**config.mk**
```make
export PLATFORM = sky130hd
export DESIGN_NAME = pkt_top
export DESIGN_NICKNAME = d
export VERILOG_FILES = /design/src/source/io_pkg.sv /design/src/source/msg_pkg.sv /design/src/source/cmd_exec.sv /design/src/source/msg_parser.sv /design/src/source/pkt_top.sv /design/src/source/reply_framer.sv
export VERILOG_INCLUDE_DIRS = /design/src /design/src/source
export SDC_FILE = /design/constraint.sdc
export NUM_CORES = 1
export LEC_CHECK = 0
export ABC_AREA = 1
export BUFFER_PORTS_ARGS = -buffer_cell sky130_fd_sc_hd__buf_2
export CORE_MARGIN = 8
export CORE_UTILIZATION = 46
export DETAILED_ROUTE_END_ITERATION = 16
export SYNTH_ARGS = -nofsm -noshare
export SYNTH_HDL_FRONTEND = slang
export SYNTH_HIERARCHICAL = 1
export SYNTH_SLANG_ARGS = --single-unit
export TNS_END_PERCENT = 50
```
**constraint.sdc**
```tcl
create_clock -name clk -period 10.11 [get_ports clk]
set_clock_uncertainty 0.15 [all_clocks]
set_input_delay 2.022 -clock clk [delete_from_list [all_inputs] [get_ports clk]]
set_output_delay 2.022 -clock clk [all_outputs]
set_load 0.05 [all_outputs]
```
**src/source/pkt_consts.svh**
```systemverilog
// Word widths, message characters and status codes, included by the RTL and the testbench
`ifndef PKT_CONSTS_SVH
`define PKT_CONSTS_SVH

// Widths and counts
`define USB_DATA_NBIT      16
`define USB_ADDR_NBIT      4
`define MSG_DATA_MAX_NBIT  24
`define IO_UNIT_NBIT       8
`define IO_BANK_NBIT       8
`define IO_DATA_NUM        3

// Two characters per word, first character in the low byte
`define MSG_HEAD           16'h2340
`define MSG_END_N          8'h0A
`define MSG_END_R          8'h0D

// Command types
`define MSG_TYPE_HANDSHAKE 16'h3030
`define MSG_TYPE_IOCTRL    16'h3230

// IO modes
`define MSG_MODE_SETDATA   16'h3130
`define MSG_MODE_EXEDATA   16'h3230
`define MSG_MODE_SEXDATA   16'h3330
`define MSG_MODE_RTN       16'h3430

// Pass "OK", fail "NG"
`define MSG_PASS           16'h4B4F
`define MSG_FAIL           16'h474E

// Status codes
`define MSG_FP_CODE_00     16'h3030
`define MSG_FP_CODE_01     16'h3130
`define MSG_FP_CODE_02     16'h3230
`define MSG_FP_CODE_03     16'h3330
`define MSG_FP_CODE_11     16'h3131
`define MSG_FP_CODE_12     16'h3231
`define MSG_FP_CODE_21     16'h3132
`define MSG_FP_CODE_22     16'h3232
`define MSG_FP_CODE_23     16'h3332

`endif

```
**src/source/io_pkg.sv**
```systemverilog
// IO unit types and the stored IO configuration, used by the command executor
`default_nettype none
`include "pkt_consts.svh"

package io_pkg;

   typedef logic [`IO_UNIT_NBIT-1:0] io_vec_t;
   typedef logic [`IO_BANK_NBIT-1:0] io_bank_t;

   // Mask 1 keeps the bit, dir 1 is output
   typedef struct packed {
      io_vec_t mask;
      io_vec_t dir;
      io_vec_t data;
   } io_cfg_t;

endpackage

`default_nettype wire

```
**src/source/msg_pkg.sv**
```systemverilog
// Message format types, FSM states and hex/ASCII helpers shared by parser, executor and framer
`default_nettype none
`include "pkt_consts.svh"

package msg_pkg;

   typedef logic [`USB_DATA_NBIT-1:0]     word_t;
   typedef logic [`USB_DATA_NBIT/2-1:0]   hex_byte_t;
   typedef logic [`USB_ADDR_NBIT-1:0]     frame_idx_t;
   typedef logic [`MSG_DATA_MAX_NBIT-1:0] msg_data_t;

   // One decoded command
   typedef struct packed {
      word_t      msg_type;
      word_t      mode;
      word_t      chaddr;
      hex_byte_t  bank;
      msg_data_t  data;
      frame_idx_t cnt;
      logic       err;
   } msg_t;

   typedef enum logic [2:0] {
      RX_IDLE, RX_HEAD, RX_TYPE, RX_MODE, RX_CHADDR, RX_DATA, RX_END
   } rx_state_e;

   typedef enum logic [2:0] {
      TX_IDLE, TX_HEAD, TX_TYPE, TX_PF, TX_CODE, TX_CHADDR, TX_DATA, TX_END
   } tx_state_e;

   // Reply content handed to the framer
   typedef struct packed {
      word_t     rtype;
      word_t     pf;
      word_t     code;
      logic      baddr;
      msg_data_t rdbk;
   } reply_t;

   ////////////////////////////////////////////////////////////////////////////
   // Character conversion

   function automatic logic [3:0] char_to_nibble(input logic [7:0] c, output logic err);
      logic [7:0] v;
      err = 1'b0;
      v   = 8'h00;
      if (c >= "0" && c <= "9") begin
         v = c - "0";
      end else if (c >= "a" && c <= "f") begin
         v = c - "a" + 8'd10;
      end else if (c >= "A" && c <= "F") begin
         v = c - "A" + 8'd10;
      end else begin
         err = 1'b1;
      end
      return v[3:0];
   endfunction

   // Upper-case digits only
   function automatic logic [7:0] nibble_to_char(input logic [3:0] n);
      if (n < 4'd10) begin
         return {4'h0, n} + "0";
      end
      return {4'h0, n} + ("A" - 8'd10);
   endfunction

   // Low byte carries the high nibble
   function automatic hex_byte_t hex_to_byte(input word_t w, output logic err);
      logic      e_hi;
      logic      e_lo;
      hex_byte_t b;
      b[7:4] = char_to_nibble(w[7:0], e_hi);
      b[3:0] = char_to_nibble(w[15:8], e_lo);
      err    = e_hi | e_lo;
      return b;
   endfunction

   function automatic word_t byte_to_hex(input hex_byte_t b);
      word_t w;
      w[7:0]  = nibble_to_char(b[7:4]);
      w[15:8] = nibble_to_char(b[3:0]);
      return w;
   endfunction

   function automatic logic is_eol(input word_t w);
      return (w[7:0] == `MSG_END_N) || (w[7:0] == `MSG_END_R);
   endfunction

endpackage

`default_nettype wire

```
**src/source/cmd_exec.sv**
```systemverilog
// Executes handshake and IO-control commands, holds the IO state and builds the reply status
`timescale 1ns/1ps
`default_nettype none
`include "pkt_consts.svh"

module cmd_exec (
   input  logic              clk,
   input  logic              i_reset,
   input  msg_pkg::msg_t     i_msg,
   input  logic              i_msg_done,
   input  io_pkg::io_vec_t   i_io_db,
   output io_pkg::io_vec_t   o_io_db,
   output io_pkg::io_vec_t   o_io_dir,
   output io_pkg::io_bank_t  o_io_bank,
   output msg_pkg::reply_t   o_reply,
   output logic              o_reply_start
);

   io_pkg::io_cfg_t cfg;
   io_pkg::io_cfg_t new_cfg;
   io_pkg::io_cfg_t cfg_nxt;
   io_pkg::io_vec_t msg_mask;
   io_pkg::io_vec_t msg_dir;
   io_pkg::io_vec_t msg_dat;
   msg_pkg::reply_t rep_nxt;
   logic            is_hs;
   logic            is_io;
   logic            do_set;
   logic            do_exe;
   logic            cnt_ok;
   logic            cnt_zero;

   assign is_hs = (i_msg.msg_type == `MSG_TYPE_HANDSHAKE);
   assign is_io = (i_msg.msg_type == `MSG_TYPE_IOCTRL);

   // Data words arrive as mask, dir, data
   assign msg_mask = i_msg.data[3*`IO_UNIT_NBIT-1 -: `IO_UNIT_NBIT];
   assign msg_dir  = i_msg.data[2*`IO_UNIT_NBIT-1 -: `IO_UNIT_NBIT];
   assign msg_dat  = i_msg.data[`IO_UNIT_NBIT-1:0];

   assign cnt_ok   = (i_msg.cnt == msg_pkg::frame_idx_t'(`IO_DATA_NUM));
   assign cnt_zero = (i_msg.cnt == '0);

   ////////////////////////////////////////////////////////////////////////////
   // New IO configuration

   always_comb begin
      new_cfg.mask = msg_mask;
      new_cfg.dir  = (cfg.dir & msg_mask) | (msg_dir & ~msg_mask);
      // Output bits take the message, input bits sample the pins
      new_cfg.data = (cfg.data & msg_mask) |
                     (~msg_mask & ((new_cfg.dir & msg_dat) | (~new_cfg.dir & i_io_db)));
   end

   // Mode decode and reply status
   always_comb begin
      rep_nxt.rtype = `MSG_TYPE_IOCTRL;
      rep_nxt.pf    = `MSG_FAIL;
      rep_nxt.code  = `MSG_FP_CODE_00;
      rep_nxt.baddr = 1'b1;
      do_set        = 1'b0;
      do_exe        = 1'b0;
      case (i_msg.mode)
         `MSG_MODE_SETDATA: begin
            if (cnt_ok) begin
               rep_nxt.pf   = i_msg.err ? `MSG_FAIL : `MSG_PASS;
               rep_nxt.code = i_msg.err ? `MSG_FP_CODE_03 : `MSG_FP_CODE_01;
               do_set       = !i_msg.err;
            end else begin
               rep_nxt.code = `MSG_FP_CODE_02;
            end
         end
         `MSG_MODE_EXEDATA: begin
            if (cnt_zero) begin
               rep_nxt.pf   = `MSG_PASS;
               rep_nxt.code = `MSG_FP_CODE_11;
               do_exe       = 1'b1;
            end else begin
               rep_nxt.code = `MSG_FP_CODE_12;
            end
         end
         `MSG_MODE_SEXDATA: begin
            if (cnt_ok) begin
               rep_nxt.pf   = i_msg.err ? `MSG_FAIL : `MSG_PASS;
               rep_nxt.code = i_msg.err ? `MSG_FP_CODE_23 : `MSG_FP_CODE_21;
               do_set       = !i_msg.err;
               do_exe       = !i_msg.err;
            end else begin
               rep_nxt.code = `MSG_FP_CODE_22;
            end
         end
         `MSG_MODE_RTN: begin
            rep_nxt.pf   = i_msg.err ? `MSG_FAIL : `MSG_PASS;
            rep_nxt.code = i_msg.err ? `MSG_FP_CODE_23 : `MSG_FP_CODE_21;
         end
         default: ;
      endcase

      cfg_nxt      = do_set ? new_cfg : cfg;
      rep_nxt.rdbk = {cfg_nxt.mask, cfg_nxt.dir, cfg_nxt.data};

      // Handshake always passes
      if (is_hs) begin
         rep_nxt.rtype = `MSG_TYPE_HANDSHAKE;
         rep_nxt.pf    = `MSG_PASS;
         rep_nxt.code  = `MSG_FP_CODE_01;
         rep_nxt.baddr = 1'b0;
      end
   end

   ////////////////////////////////////////////////////////////////////////////
   // IO state and pins

   always_ff @(posedge clk) begin
      if (i_reset) begin
         o_reply_start <= 1'b0;
         cfg           <= '0;
         o_io_db       <= '0;
         o_io_dir      <= '0;
         o_io_bank     <= '0;
      end else begin
         o_reply_start <= i_msg_done && (is_hs || is_io);
         if (i_msg_done && is_io) begin
            cfg <= cfg_nxt;
            if (do_exe) begin
               o_io_db   <= cfg_nxt.data;
               o_io_dir  <= cfg_nxt.dir;
               o_io_bank <= i_msg.bank;
            end
         end
      end
   end

   always_ff @(posedge clk) begin
      if (i_msg_done) begin
         o_reply <= rep_nxt;
      end
   end

endmodule

`default_nettype wire

```
**src/source/msg_parser.sv**
```systemverilog
// Receive FSM that turns the incoming host-link words into one decoded message record
`timescale 1ns/1ps
`default_nettype none
`include "pkt_consts.svh"

module msg_parser (
   input  logic           clk,
   input  logic           i_reset,
   input  logic           i_rx_sop,
   input  logic           i_rx_vd,
   input  msg_pkg::word_t i_rx_data,
   input  logic           i_rx_eop,
   output msg_pkg::msg_t  o_msg,
   output logic           o_msg_done
);

   msg_pkg::rx_state_e state;
   msg_pkg::hex_byte_t rx_byte;
   logic               rx_err;
   logic               rx_eol;
   logic               eol_end;

   always_comb begin
      rx_byte = msg_pkg::hex_to_byte(i_rx_data, rx_err);
   end

   assign rx_eol = msg_pkg::is_eol(i_rx_data);

   // Short command whose end-of-line word comes together with eop
   assign eol_end = i_rx_vd && rx_eol && i_rx_eop &&
                    (state == msg_pkg::RX_MODE || state == msg_pkg::RX_CHADDR);

   ////////////////////////////////////////////////////////////////////////////
   // Receive FSM

   always_ff @(posedge clk) begin
      if (i_reset) begin
         state      <= msg_pkg::RX_IDLE;
         o_msg_done <= 1'b0;
      end else begin
         o_msg_done <= 1'b0;
         if (i_rx_sop) begin
            // Header may already sit on the sop cycle
            state <= (i_rx_vd && i_rx_data == `MSG_HEAD) ? msg_pkg::RX_TYPE : msg_pkg::RX_HEAD;
         end else if (i_rx_eop && (state == msg_pkg::RX_DATA ||
                                   state == msg_pkg::RX_END || eol_end)) begin
            o_msg_done <= 1'b1;
            state      <= msg_pkg::RX_IDLE;
         end else if (i_rx_vd) begin
            case (state)
               msg_pkg::RX_HEAD: begin
                  if (i_rx_data == `MSG_HEAD) begin
                     state <= msg_pkg::RX_TYPE;
                  end
               end
               msg_pkg::RX_TYPE: state <= msg_pkg::RX_MODE;
               msg_pkg::RX_MODE: state <= rx_eol ? msg_pkg::RX_END : msg_pkg::RX_CHADDR;
               msg_pkg::RX_CHADDR: state <= rx_eol ? msg_pkg::RX_END : msg_pkg::RX_DATA;
               msg_pkg::RX_DATA: begin
                  if (rx_eol) begin
                     state <= msg_pkg::RX_END;
                  end
               end
               default: ;
            endcase
         end
      end
   end

   ////////////////////////////////////////////////////////////////////////////
   // Message record

   always_ff @(posedge clk) begin
      if (i_rx_sop) begin
         o_msg <= '0;
      end else if (i_rx_vd && !rx_eol) begin
         case (state)
            msg_pkg::RX_TYPE: o_msg.msg_type <= i_rx_data;
            msg_pkg::RX_MODE: o_msg.mode <= i_rx_data;
            msg_pkg::RX_CHADDR: begin
               o_msg.chaddr <= i_rx_data;
               o_msg.bank   <= rx_byte;
               o_msg.err    <= o_msg.err | rx_err;
            end
            msg_pkg::RX_DATA: begin
               // Oldest byte ends up on top
               o_msg.data <= {o_msg.data[`MSG_DATA_MAX_NBIT-9:0], rx_byte};
               o_msg.cnt  <= o_msg.cnt + 1'b1;
               o_msg.err  <= o_msg.err | rx_err;
            end
            default: ;
         endcase
      end
   end

endmodule

`default_nettype wire

```
**src/source/pkt_top.sv**
```systemverilog
// Top level of the host-link packet decoder, chaining parser, executor and reply framer
`timescale 1ns/1ps
`default_nettype none
`include "pkt_consts.svh"

module pkt_top (
   input  logic                    clk,
   input  logic                    i_reset,
   input  logic                    i_rx_sop,
   input  logic                    i_rx_vd,
   input  msg_pkg::word_t          i_rx_data,
   input  logic                    i_rx_eop,
   output logic                    o_tx_vd,
   output logic [`USB_ADDR_NBIT:0] o_tx_addr,
   output msg_pkg::word_t          o_tx_data,
   output logic                    o_tx_eop,
   input  io_pkg::io_vec_t         i_io_db,
   output io_pkg::io_vec_t         o_io_db,
   output io_pkg::io_vec_t         o_io_dir,
   output io_pkg::io_bank_t        o_io_bank
);

   msg_pkg::msg_t   msg;
   logic            msg_done;
   msg_pkg::reply_t reply;
   logic            reply_start;

   msg_parser u_parser (
      .clk        (clk),
      .i_reset    (i_reset),
      .i_rx_sop   (i_rx_sop),
      .i_rx_vd    (i_rx_vd),
      .i_rx_data  (i_rx_data),
      .i_rx_eop   (i_rx_eop),
      .o_msg      (msg),
      .o_msg_done (msg_done)
   );

   cmd_exec u_exec (
      .clk           (clk),
      .i_reset       (i_reset),
      .i_msg         (msg),
      .i_msg_done    (msg_done),
      .i_io_db       (i_io_db),
      .o_io_db       (o_io_db),
      .o_io_dir      (o_io_dir),
      .o_io_bank     (o_io_bank),
      .o_reply       (reply),
      .o_reply_start (reply_start)
   );

   // Channel word goes back to the host unchanged
   reply_framer u_framer (
      .clk           (clk),
      .i_reset       (i_reset),
      .i_reply       (reply),
      .i_reply_start (reply_start),
      .i_chaddr      (msg.chaddr),
      .o_tx_vd       (o_tx_vd),
      .o_tx_addr     (o_tx_addr),
      .o_tx_data     (o_tx_data),
      .o_tx_eop      (o_tx_eop)
   );

endmodule

`default_nettype wire

```
**src/source/reply_framer.sv**
```systemverilog
// Transmit FSM that writes the reply frame word by word into the host-link TX buffer
`timescale 1ns/1ps
`default_nettype none
`include "pkt_consts.svh"

module reply_framer (
   input  logic                    clk,
   input  logic                    i_reset,
   input  msg_pkg::reply_t         i_reply,
   input  logic                    i_reply_start,
   input  msg_pkg::word_t          i_chaddr,
   output logic                    o_tx_vd,
   output logic [`USB_ADDR_NBIT:0] o_tx_addr,
   output msg_pkg::word_t          o_tx_data,
   output logic                    o_tx_eop
);

   localparam msg_pkg::frame_idx_t LAST_IDX = '1;

   msg_pkg::tx_state_e  state;
   msg_pkg::reply_t     rep;
   msg_pkg::frame_idx_t idx;
   msg_pkg::frame_idx_t cnt;
   msg_pkg::msg_data_t  shift;

   assign o_tx_addr = {rep.baddr, idx};

   ////////////////////////////////////////////////////////////////////////////
   // Transmit FSM

   always_ff @(posedge clk) begin
      if (i_reset) begin
         state    <= msg_pkg::TX_IDLE;
         o_tx_vd  <= 1'b0;
         o_tx_eop <= 1'b0;
      end else begin
         o_tx_vd  <= (state != msg_pkg::TX_IDLE);
         o_tx_eop <= 1'b0;
         case (state)
            msg_pkg::TX_IDLE: begin
               if (i_reply_start) begin
                  state <= msg_pkg::TX_HEAD;
               end
            end
            msg_pkg::TX_HEAD: state <= msg_pkg::TX_TYPE;
            msg_pkg::TX_TYPE: state <= msg_pkg::TX_PF;
            msg_pkg::TX_PF:   state <= msg_pkg::TX_CODE;
            msg_pkg::TX_CODE: begin
               // Handshake reply stops after the code word
               if (rep.rtype == `MSG_TYPE_HANDSHAKE) begin
                  o_tx_eop <= 1'b1;
                  state    <= msg_pkg::TX_IDLE;
               end else begin
                  state <= msg_pkg::TX_CHADDR;
               end
            end
            msg_pkg::TX_CHADDR: state <= msg_pkg::TX_DATA;
            msg_pkg::TX_DATA: begin
               if (cnt == '0) begin
                  state <= msg_pkg::TX_END;
               end
            end
            msg_pkg::TX_END: begin
               if (idx == LAST_IDX - 1'b1) begin
                  o_tx_eop <= 1'b1;
                  state    <= msg_pkg::TX_IDLE;
               end
            end
            default: state <= msg_pkg::TX_IDLE;
         endcase
      end
   end

   ////////////////////////////////////////////////////////////////////////////
   // Frame words

   always_ff @(posedge clk) begin
      if (state == msg_pkg::TX_HEAD) begin
         idx <= '0;
      end else if (state != msg_pkg::TX_IDLE) begin
         idx <= idx + 1'b1;
      end

      case (state)
         msg_pkg::TX_IDLE: begin
            if (i_reply_start) begin
               rep <= i_reply;
            end
         end
         msg_pkg::TX_HEAD: o_tx_data <= `MSG_HEAD;
         msg_pkg::TX_TYPE: o_tx_data <= rep.rtype;
         msg_pkg::TX_PF:   o_tx_data <= rep.pf;
         msg_pkg::TX_CODE: o_tx_data <= rep.code;
         msg_pkg::TX_CHADDR: begin
            o_tx_data <= i_chaddr;
            shift     <= rep.rdbk;
            cnt       <= msg_pkg::frame_idx_t'(`IO_DATA_NUM - 1);
         end
         msg_pkg::TX_DATA: begin
            // Mask first, then dir, then data
            o_tx_data <= msg_pkg::byte_to_hex(shift[`MSG_DATA_MAX_NBIT-1 -: 8]);
            shift     <= {shift[`MSG_DATA_MAX_NBIT-9:0], 8'h00};
            cnt       <= cnt - 1'b1;
         end
         msg_pkg::TX_END: begin
            // Counter wraps to all ones right after the data words
            o_tx_data <= (cnt == '1) ? {`MSG_END_N, `MSG_END_R} : '0;
            cnt       <= '0;
         end
         default: ;
      endcase
   end

endmodule

`default_nettype wire

```
Yosys cells after proc, flatten, opt, wreduce, memory -nomap -nowiden
Cells that the tools add are included. Widths: inputs -> output; s select.

Mux-type cells: 57. $add $sub $neg: 17. Magnitude comparators: 14. Bitwise logic cells: 13. Equality and inequality tests: 31. Reduce and logical (&&, ||, !) cells: 42.

Operators with widths (number): $eq 16x14->1 const B (8); $pmux 32 s4 (1); $pmux 16 s7 (1); $and 8x8->8 (6); $mux 16 (3); $pmux 24 s2 (1); $mux 43 (1); $mux 12 (3); $ge 8x7->1 const B (4); $le 8x7->1 const B (4); $mux 8 (4); $mux 10 (3); $add 4x6->7 const B (4); $sub 4x1->4 const B (7); $mux 3 (9); $mux 24 (1); $mux 4 (6); $or 8x8->8 (3); $pmux 3 s8 (1); $eq 3x3->1 const B (7); $add 4x4->4 const B (4); $eq 8x4->1 const B (2); $ge 8x6->1 const B (2); $le 8x6->1 const B (2); other kinds (29) (87).

Output and inout port bits: 47. Bits in registers: 337.

Longest topological paths before layout
Gate-level depths: netlist (run 1).

Word-level depth: 9. Depth in mapped cells: 14. Mapped depth without buffers: 14.

Modules after synthesis
Netlist (run 1), hierarchy kept.

By module, submodules not included: reply_framer (seq. area each 3693.5 um^2, area an instance 5072.4 um^2, cells each 428, instances 1); cmd_exec (seq. area each 1911.8 um^2, area an instance 4355.4 um^2, cells each 591, instances 1); msg_parser (seq. area each 1781.7 um^2, area an instance 3789.9 um^2, cells each 500, instances 1).

Worst setup path before layout (run 1)
No wires, ideal clock.

Kind: register to register. From: register u_framer.state[1]. To: register u_framer.rep (netlist bit u_framer/o_tx_addr[4]), enable pin. Buffers on the path: 0. Stages on the path, launching flop included: 4. Data arrival time: 3.985 ns. Data required time: 9.455 ns. Slack: 5.470 ns. Cells stage by stage: dfxtp_1 > nor2_1 > nand2_2 > nor2_1.

Word-level cells in the longest chain between the ends: 2.

Ends and longest elaborated chain: start, declared (RTL line reply_framer.sv:20) `msg_pkg::tx_state_e state;`; start signal, assigned (RTL line reply_framer.sv:33) `state <= msg_pkg::TX_IDLE;`; start signal, assigned (RTL line reply_framer.sv:42) `state <= msg_pkg::TX_HEAD;`; start signal, assigned (RTL line reply_framer.sv:45) `msg_pkg::TX_HEAD: state <= msg_pkg::TX_TYPE;`; $logic_not 3->1 (RTL line reply_framer.sv:84) `case (state)`; $reduce_and 2->1 (no source line); end signal, assigned (RTL line reply_framer.sv:87) `rep <= i_reply;`; end, declared (RTL line reply_framer.sv:21) `msg_pkg::reply_t rep;`.

Every way passes these cells. A chain may end at the register's enable or synchronous reset.

Worst setup path after layout (run 1)
From: input i_rx_data[0]. To: register u_parser/o_msg[6] (netlist name).

Word-level cells in the longest chain between the ends: 5.

Ends and longest elaborated chain: start, declared (RTL line pkt_top.sv:11) `input msg_pkg::word_t i_rx_data,`; $eq 8x4->1 (no source line); $logic_or 1x1->1 * (RTL line msg_pkg.sv:86) `` return (w[7:0] == `MSG_END_N) || (w[7:0] == `MSG_END_R); ``; $logic_not 1->1 * (RTL line msg_parser.sv:76) `end else if (i_rx_vd && !rx_eol) begin`; $logic_and 1x1->1 * (RTL line msg_parser.sv:76); $reduce_and 2->1 (no source line) *; end, declared (RTL line msg_parser.sv:13) `output msg_pkg::msg_t o_msg,`.

Mark *: on every way between the ends. The rest lies on a longest branch, timed or not.

==> impl_metrics.json, run 1 <==
{
  "status": "finished, final reports clean",
  "total_routing_resource_utilization_after_global_routing": 0.173,
  "grt_pass1_vias": 8948,
  "cts_root_buffer_type": "clkbuf_16",
  "finalWeightedCongestion": 0.858,
  "vias": 9749,
  "cts.repair.resized": 0,
  "power.density_cell_area_mw_per_mm2": 198,
  "fin_worst_hold_slack_ns": 0.268,
  "synthesis.area_sq_mm": 0.0132,
  "global_route_wire_length_before_repair_mm": 47.4,
  "critPathRequiredTime_ns": 10.45,
  "timing.setup.tns_ns": 0,
  "clk_pin_slew_worst_paths_ns": 0.06,
  "first_iter_violations": 868,
  "maxCapViolCount": 0,
  "routed_wirelength_mm": 30.0,
  "slew-limit-headroom": 0.299,
  "design.core.area_sq_mm": 0.0285,
  "cts.htree.levels": 1,
  "die-width_um": 186,
  "layout.cells.most_common": "nand2_1",
  "num-fill-cells": 2676,
  "port-buffer-count": 75,
  "globalRouteMet3Util": 0.0256,
  "drcViolationCount": 0,
  "drive_above_1_share": 0.109,
  "timing_max_transition_violations_final": 0,
  "detail-route-antenna-nets": 0,
  "synthToLayoutAreaGrowth_pct": 10.6,
  "initial_utilization": 0.464,
  "delay_of_the_slowest_critical_path_stage_ns": 0.48,
  "final_period_minus_worst_setup_slack_ns": 4.08,
  "fin_nets": 1613,
  "post_synth_inst_count": 1519,
  "crit_path_cell_trace": "buf_2, inv_1, ha_1, nand3_1, a21oi_2, nor2_4, nand2_2, inv_2, o21ai_0, a21oi_1",
  "final_hold_viol_count": 0,
  "globalRouteMet2Util": 0.271,
  "grt_start_max_net_pins": 49,
  "place_hpwl_mm": 20.6,
  "layout_worst_path_cycle_share": 0.403,
  "critical_path.startpoint": "i_rx_data[0]",
  "finish.instance_area_sq_mm": 0.0146,
  "rrSetupSlack_ns": 7.10,
  "worst-r2r-cell-count": 9,
  "share_of_synthesized_area_occupied_by_flip_flops_and_latches": 0.559,
  "critical_path_peak_fanout": 28,
  "critical_path.reg2reg.startpoint": "u_parser/o_msg[75]",
  "endpoint_kind": "register",
  "rsz0062_at_grt": "no",
  "grt.overflow.total": 0,
  "num_rows": 62,
  "cp_data_arrival_time_ns": 4.41,
  "cts_made_buffers": 31,
  "crit-reg2reg-capture": "u_exec/o_io_bank[4]",
  "type_of_origin_of_the_critical_path": "input port",
  "placedInstanceArea_sq_mm": 0.0136,
  "dieArea_sq_mm": 0.0344,
  "num_antenna_cells": 0,
  "yosys_warnings": 6,
  "clock_tree.buffer_depth": 3,
  "gr-max-usage-layer": "met2",
  "critPathBufInv": 3,
  "postSynthRegisterBits": 295,
  "setup.worst_path.class": "in2reg",
  "synth_area_per_inst_sq_um": 8.70,
  "cts_post_setup_buffers_inserted": 0,
  "clock_insertion_delay_worst_skew_ns": 0.56,
  "tightestPinTransition_ns": 1.05,
  "first_pass_iters": 5,
  "numClockSinks": 295,
  "path_delay_family": "simple AND/OR/NAND/NOR gates",
  "number_of_endpoints_failing_setup_at_the_final_stage": 0,
  "grt_antenna_before_repair": 0,
  "cp-endpoint": "u_parser/o_msg[6]",
  "boundaryPins": 76,
  "route.detailed.vias_per_inst": 4.93,
  "critical_path.slowest_cell": "inv_2",
  "die-height_um": 186,
  "tritoncts_clock_tree": "built",
  "worstHoldPathType": "reg2reg",
  "achievable-frequency_mhz": 245,
  "ir_drop_mv": 0.125,
  "grt_use_met1": 0.245,
  "worstSetupPathDepth": 10,
  "avgRoutedWirePerCell_um": 15.2,
  "cts_hold_buf": 0,
  "leakage_nw": 6.22,
  "mostFrequentLayoutCells": "nand2_1, nor2_1, edfxtp_1, dfxtp_1, inv_1",
  "synthDistinctLibCells": 40
}
metrics by stage:
step / utilization / cells / setup WS, ns / power [mW]
after CTS: 0.513 / 1977 / 6.04 / 2.92
final: 0.513 / 1977 / 6.03 / 2.89
after floorplan: - / 1557 / 5.47 / 1.68
after global placement: 0.477 / 1919 / 5.55 / 1.76
after global routing: 0.513 / 1977 / 5.80 / 3.01
after detailed placement: 0.477 / 1919 / 5.45 / 1.76
state kept, by name, summed over array words and instances, names as in the netlist, 4 cells and up:
signal,cells
u_exec/cfg,24
u_exec/o_reply,31
u_framer/shift,24
u_framer/rep,72
u_parser/o_msg,85
u_exec/o_io_db,8
u_exec/o_io_dir,8
u_framer/o_tx_data,16
u_framer/cnt,4
u_exec/o_io_bank,8
u_framer/idx,4
routing by layer:
layer / routed length [um] / share of wire / vias to the layer above
li1: - / - / 5000
met1: 14200 / 0.47 / 4447
met2: 13400 / 0.45 / 256
met3: 1740 / 0.058 / 46
met4: 683 / 0.023 / 0
met5: 0 / 0 / -
how the worst min path moves through the flow:
stage                       startpoint          endpoint  slack (ns)  depth (start not counted)
detailed placement   u_exec/o_reply[5]   u_framer/rep[5]        0.25                          0
finish               u_exec/o_reply[8]   u_framer/rep[8]        0.27                          0
CTS                  u_exec/o_reply[7]   u_framer/rep[7]        0.27                          0
floorplan            u_exec/o_reply[0]   u_framer/rep[0]        0.25                          0
global route        u_exec/o_reply[19]  u_framer/rep[19]        0.28                          0
global placement    u_exec/o_reply[19]  u_framer/rep[19]        0.25                          0
power by group:
group          switching [mW]  internal [mW]
clock network           0.462          0.691
logic                   0.289         0.0846
registers              0.0365           1.32
cells by family after synthesis:
kind of cell	count (synthesis)	share of synthesized area
XOR/XNOR	1	0.000663
AO/OA/AOI/OAI	227	0.0951
AND/OR/NAND/NOR	724	0.234
flip-flops	295	0.559
adder cells (fa/ha/maj)	16	0.0151
buffers and inverters	254	0.0956
other	2	0.000568
synth_stat cells, drive strengths merged:
cell type / instances / share of area
nand2: 408 / 0.12
nor2: 161 / 0.049
inv: 151 / 0.043
edfxtp: 148 / 0.34
dfxtp: 147 / 0.22
a21oi: 116 / 0.044
nand3: 88 / 0.034
buf: 86 / 0.048
o21ai: 71 / 0.027
nand4: 33 / 0.017
clkbuf: 17 / 0.0048
o21a: 17 / 0.0097
ha: 16 / 0.015
nand3b: 11 / 0.0062
a22oi: 10 / 0.0057
or2: 10 / 0.0047
nor3: 9 / 0.0043
o21ba: 8 / 0.0061
a31oi: 2 / 0.00095
conb: 2 / 0.00057
nor4: 2 / 0.00095
o211ai: 2 / 0.0011
a211oi: 1 / 0.00057
and3: 1 / 0.00047
nor3b: 1 / 0.00057
xnor2: 1 / 0.00066
final cells by class:
class                           count  area (sq um)  area share
Timing Repair Buffer               81           420      0.0288
Multi-Input combinational cell   1008          4720       0.323
Clock inverter                     19           200      0.0137
Clock buffer                       39           846      0.0579
Sequential cell                   295          7390       0.505
Tap cell                          384           480      0.0329
Inverter                          151           567      0.0388
Note: power is estimated with default switching activity, not from simulation.
==> run 2, diff against run 1 <==
- clock period: 10.11 -> 4 ns (I/O delays scaled with it)
==> run 2 against run 1 <==
  * Power up 150%
  * Flip-flop and latch count unchanged
  * Worst hold slack worse by 0.0034 ns
  * Wire length up 0.32%
  * Die area unchanged
  * Register-to-register slack worse by 5.7 ns
  * Utilization down 0.079 points
  * Critical path depth down 2
  * Cell area down 0.15%
  * Highest routed layer unchanged
==> impl_metrics.json, run 2 (synthesized netlist as in run 1, its figures left out) <==
{
  "clock_insertion_delay_worst_skew_ns": 0.55,
  "timing.setup.tns_ns": 0,
  "cts_post_setup_buffers_inserted": 0,
  "grt_start_max_net_pins": 49,
  "registers.top_by_ff_count": "u_parser/o_msg",
  "total_routing_resource_utilization_after_global_routing": 0.174,
  "cts_hold_buf": 0,
  "critical_path_peak_fanout": 26,
  "ir_drop_mv": 0.305,
  "boundaryPins": 76,
  "achievable-frequency_mhz": 385,
  "grt_antenna_before_repair": 0,
  "combined_area_of_the_multi_input_logic_cells_sq_mm": 0.00472,
  "worst-r2r-cell-count": 8,
  "cts_made_buffers": 30,
  "first_iter_violations": 904,
  "endpoint_kind": "register",
  "final_hold_viol_count": 0,
  "design.core.area_sq_mm": 0.0285,
  "largest_register_ff_count": 85,
  "cts.repair.resized": 0,
  "top_regs": "u_parser/o_msg x85, u_framer/rep x72, u_exec/o_reply x31",
  "cp_data_arrival_time_ns": 2.69,
  "min_path_cells": 0,
  "initial_utilization": 0.464,
  "grt_pass1_vias": 8969,
  "port-buffer-count": 75,
  "grt.overflow.total": 0,
  "maxCapViolCount": 0,
  "num_rows": 62,
  "cts_root_buffer_type": "clkbuf_16",
  "synthToLayoutAreaGrowth_pct": 10.4,
  "critical_path.startpoint": "u_parser/o_msg[60]",
  "setup.worst_path.class": "reg2reg",
  "cts.htree.levels": 1,
  "cp-endpoint": "u_exec/o_reply[11]",
  "worstHoldPathType": "reg2reg",
  "die-height_um": 186,
  "number_of_endpoints_failing_setup_at_the_final_stage": 0,
  "tightestPinTransition_ns": 1.09,
  "leakage_nw": 6.21,
  "placedInstanceArea_sq_mm": 0.0136,
  "first_pass_iters": 7,
  "clock_tree.buffer_depth": 3,
  "final_period_minus_worst_setup_slack_ns": 2.60,
  "clk_pin_slew_worst_paths_ns": 0.06,
  "routed_wirelength_mm": 30.1,
  "layout.cells.most_common": "nand2_1",
  "numClockSinks": 295,
  "final-instance-count-excl-fill": 1976,
  "die-width_um": 186,
  "setup_slack_ns": 1.40,
  "rsz0062_at_grt": "no",
  "place_hpwl_mm": 20.5,
  "route.detailed.vias_per_inst": 4.92,
  "vias": 9721,
  "drcViolationCount": 0,
  "mostFrequentLayoutCells": "nand2_1, nor2_1, edfxtp_1, dfxtp_1, inv_1",
  "place.detailed.instances": 1922,
  "rrSetupSlack_ns": 1.40,
  "finish.instance_area_sq_mm": 0.0146,
  "dieArea_sq_mm": 0.0344,
  "detail-route-antenna-nets": 0,
  "power.density_cell_area_mw_per_mm2": 493,
  "finalWeightedCongestion": 0.904,
  "timing_max_transition_violations_final": 0,
  "total_power_mw": 7.20,
  "drive_above_1_share": 0.106,
  "final-seq-area_sq_mm": 0.00739,
  "critPathRequiredTime_ns": 4.09,
  "type_of_origin_of_the_critical_path": "register",
  "slew-limit-headroom": 0.271,
  "place_ws_ns": 0.967,
  "avgRoutedWirePerCell_um": 15.2,
  "fin_nets": 1615,
  "num-fill-cells": 2688,
  "tritoncts_clock_tree": "built",
  "status": "finished, final reports clean",
  "critical_path.reg2reg.startpoint": "u_parser/o_msg[60]",
  "num_antenna_cells": 0,
  "crit-reg2reg-capture": "u_exec/o_reply[11]",
  "layout_worst_path_cycle_share": 0.649,
  "global_route_wire_length_before_repair_mm": 47.8
}
[run 2: cell type report]
type | instances | share of cell area
Clock buffer | 48 | 0.0632
Clock inverter | 6 | 0.00540
Inverter | 151 | 0.0388
Multi-Input combinational cell | 1008 | 0.323
Sequential cell | 295 | 0.506
Tap cell | 384 | 0.0329
Timing Repair Buffer | 84 | 0.0303
[run 2: critical path, cell delays in order (launching register included)]
cell     delay [ns]
dfxtp_1        0.31
nor2_1         0.11
nand2_1        0.09
nor2_4         0.54
nand2_1        0.18
nand2_2        0.28
nand2_4        0.26
nand2_1        0.17
nand2_1        0.16
[run 2: worst min path at each step]
stage                                   from                to  slack [ns]
final                     u_exec/o_reply[12]  u_framer/rep[12]        0.26
after global routing       u_exec/o_reply[6]   u_framer/rep[6]        0.27
after CTS                  u_exec/o_reply[3]   u_framer/rep[3]        0.27
after detailed placement   u_exec/o_reply[3]   u_framer/rep[3]        0.25
after global placement     u_exec/o_reply[5]   u_framer/rep[5]        0.25
after floorplan            u_exec/o_reply[0]   u_framer/rep[0]        0.25
[run 2: per-stage QoR]
| stage | utilization | hold WS, ns |
|---|---|---|
| finish | 0.513 | 0.265 |
| global route | 0.513 | 0.275 |
| CTS | 0.513 | 0.269 |
| detailed placement | 0.477 | 0.255 |
| global placement | 0.477 | 0.251 |
| floorplan | - | 0.250 |
[run 2: where the power goes]
group | switching (mW) | total, mW | internal (mW)
clock | 1.12 | 2.81 | 1.69
combinational | 0.733 | 0.949 | 0.216
sequential | 0.0921 | 3.44 | 3.35
total | 1.94 | 7.20 | 5.26
[run 2: layer usage]
layer,track usage,vias to the layer above,share of wire
met1,0.248,4458,0.48
met4,0.0528,0,0.021
met3,0.0221,40,0.048
met5,0,-,0
li1,-,5011,-
met2,0.274,212,0.45
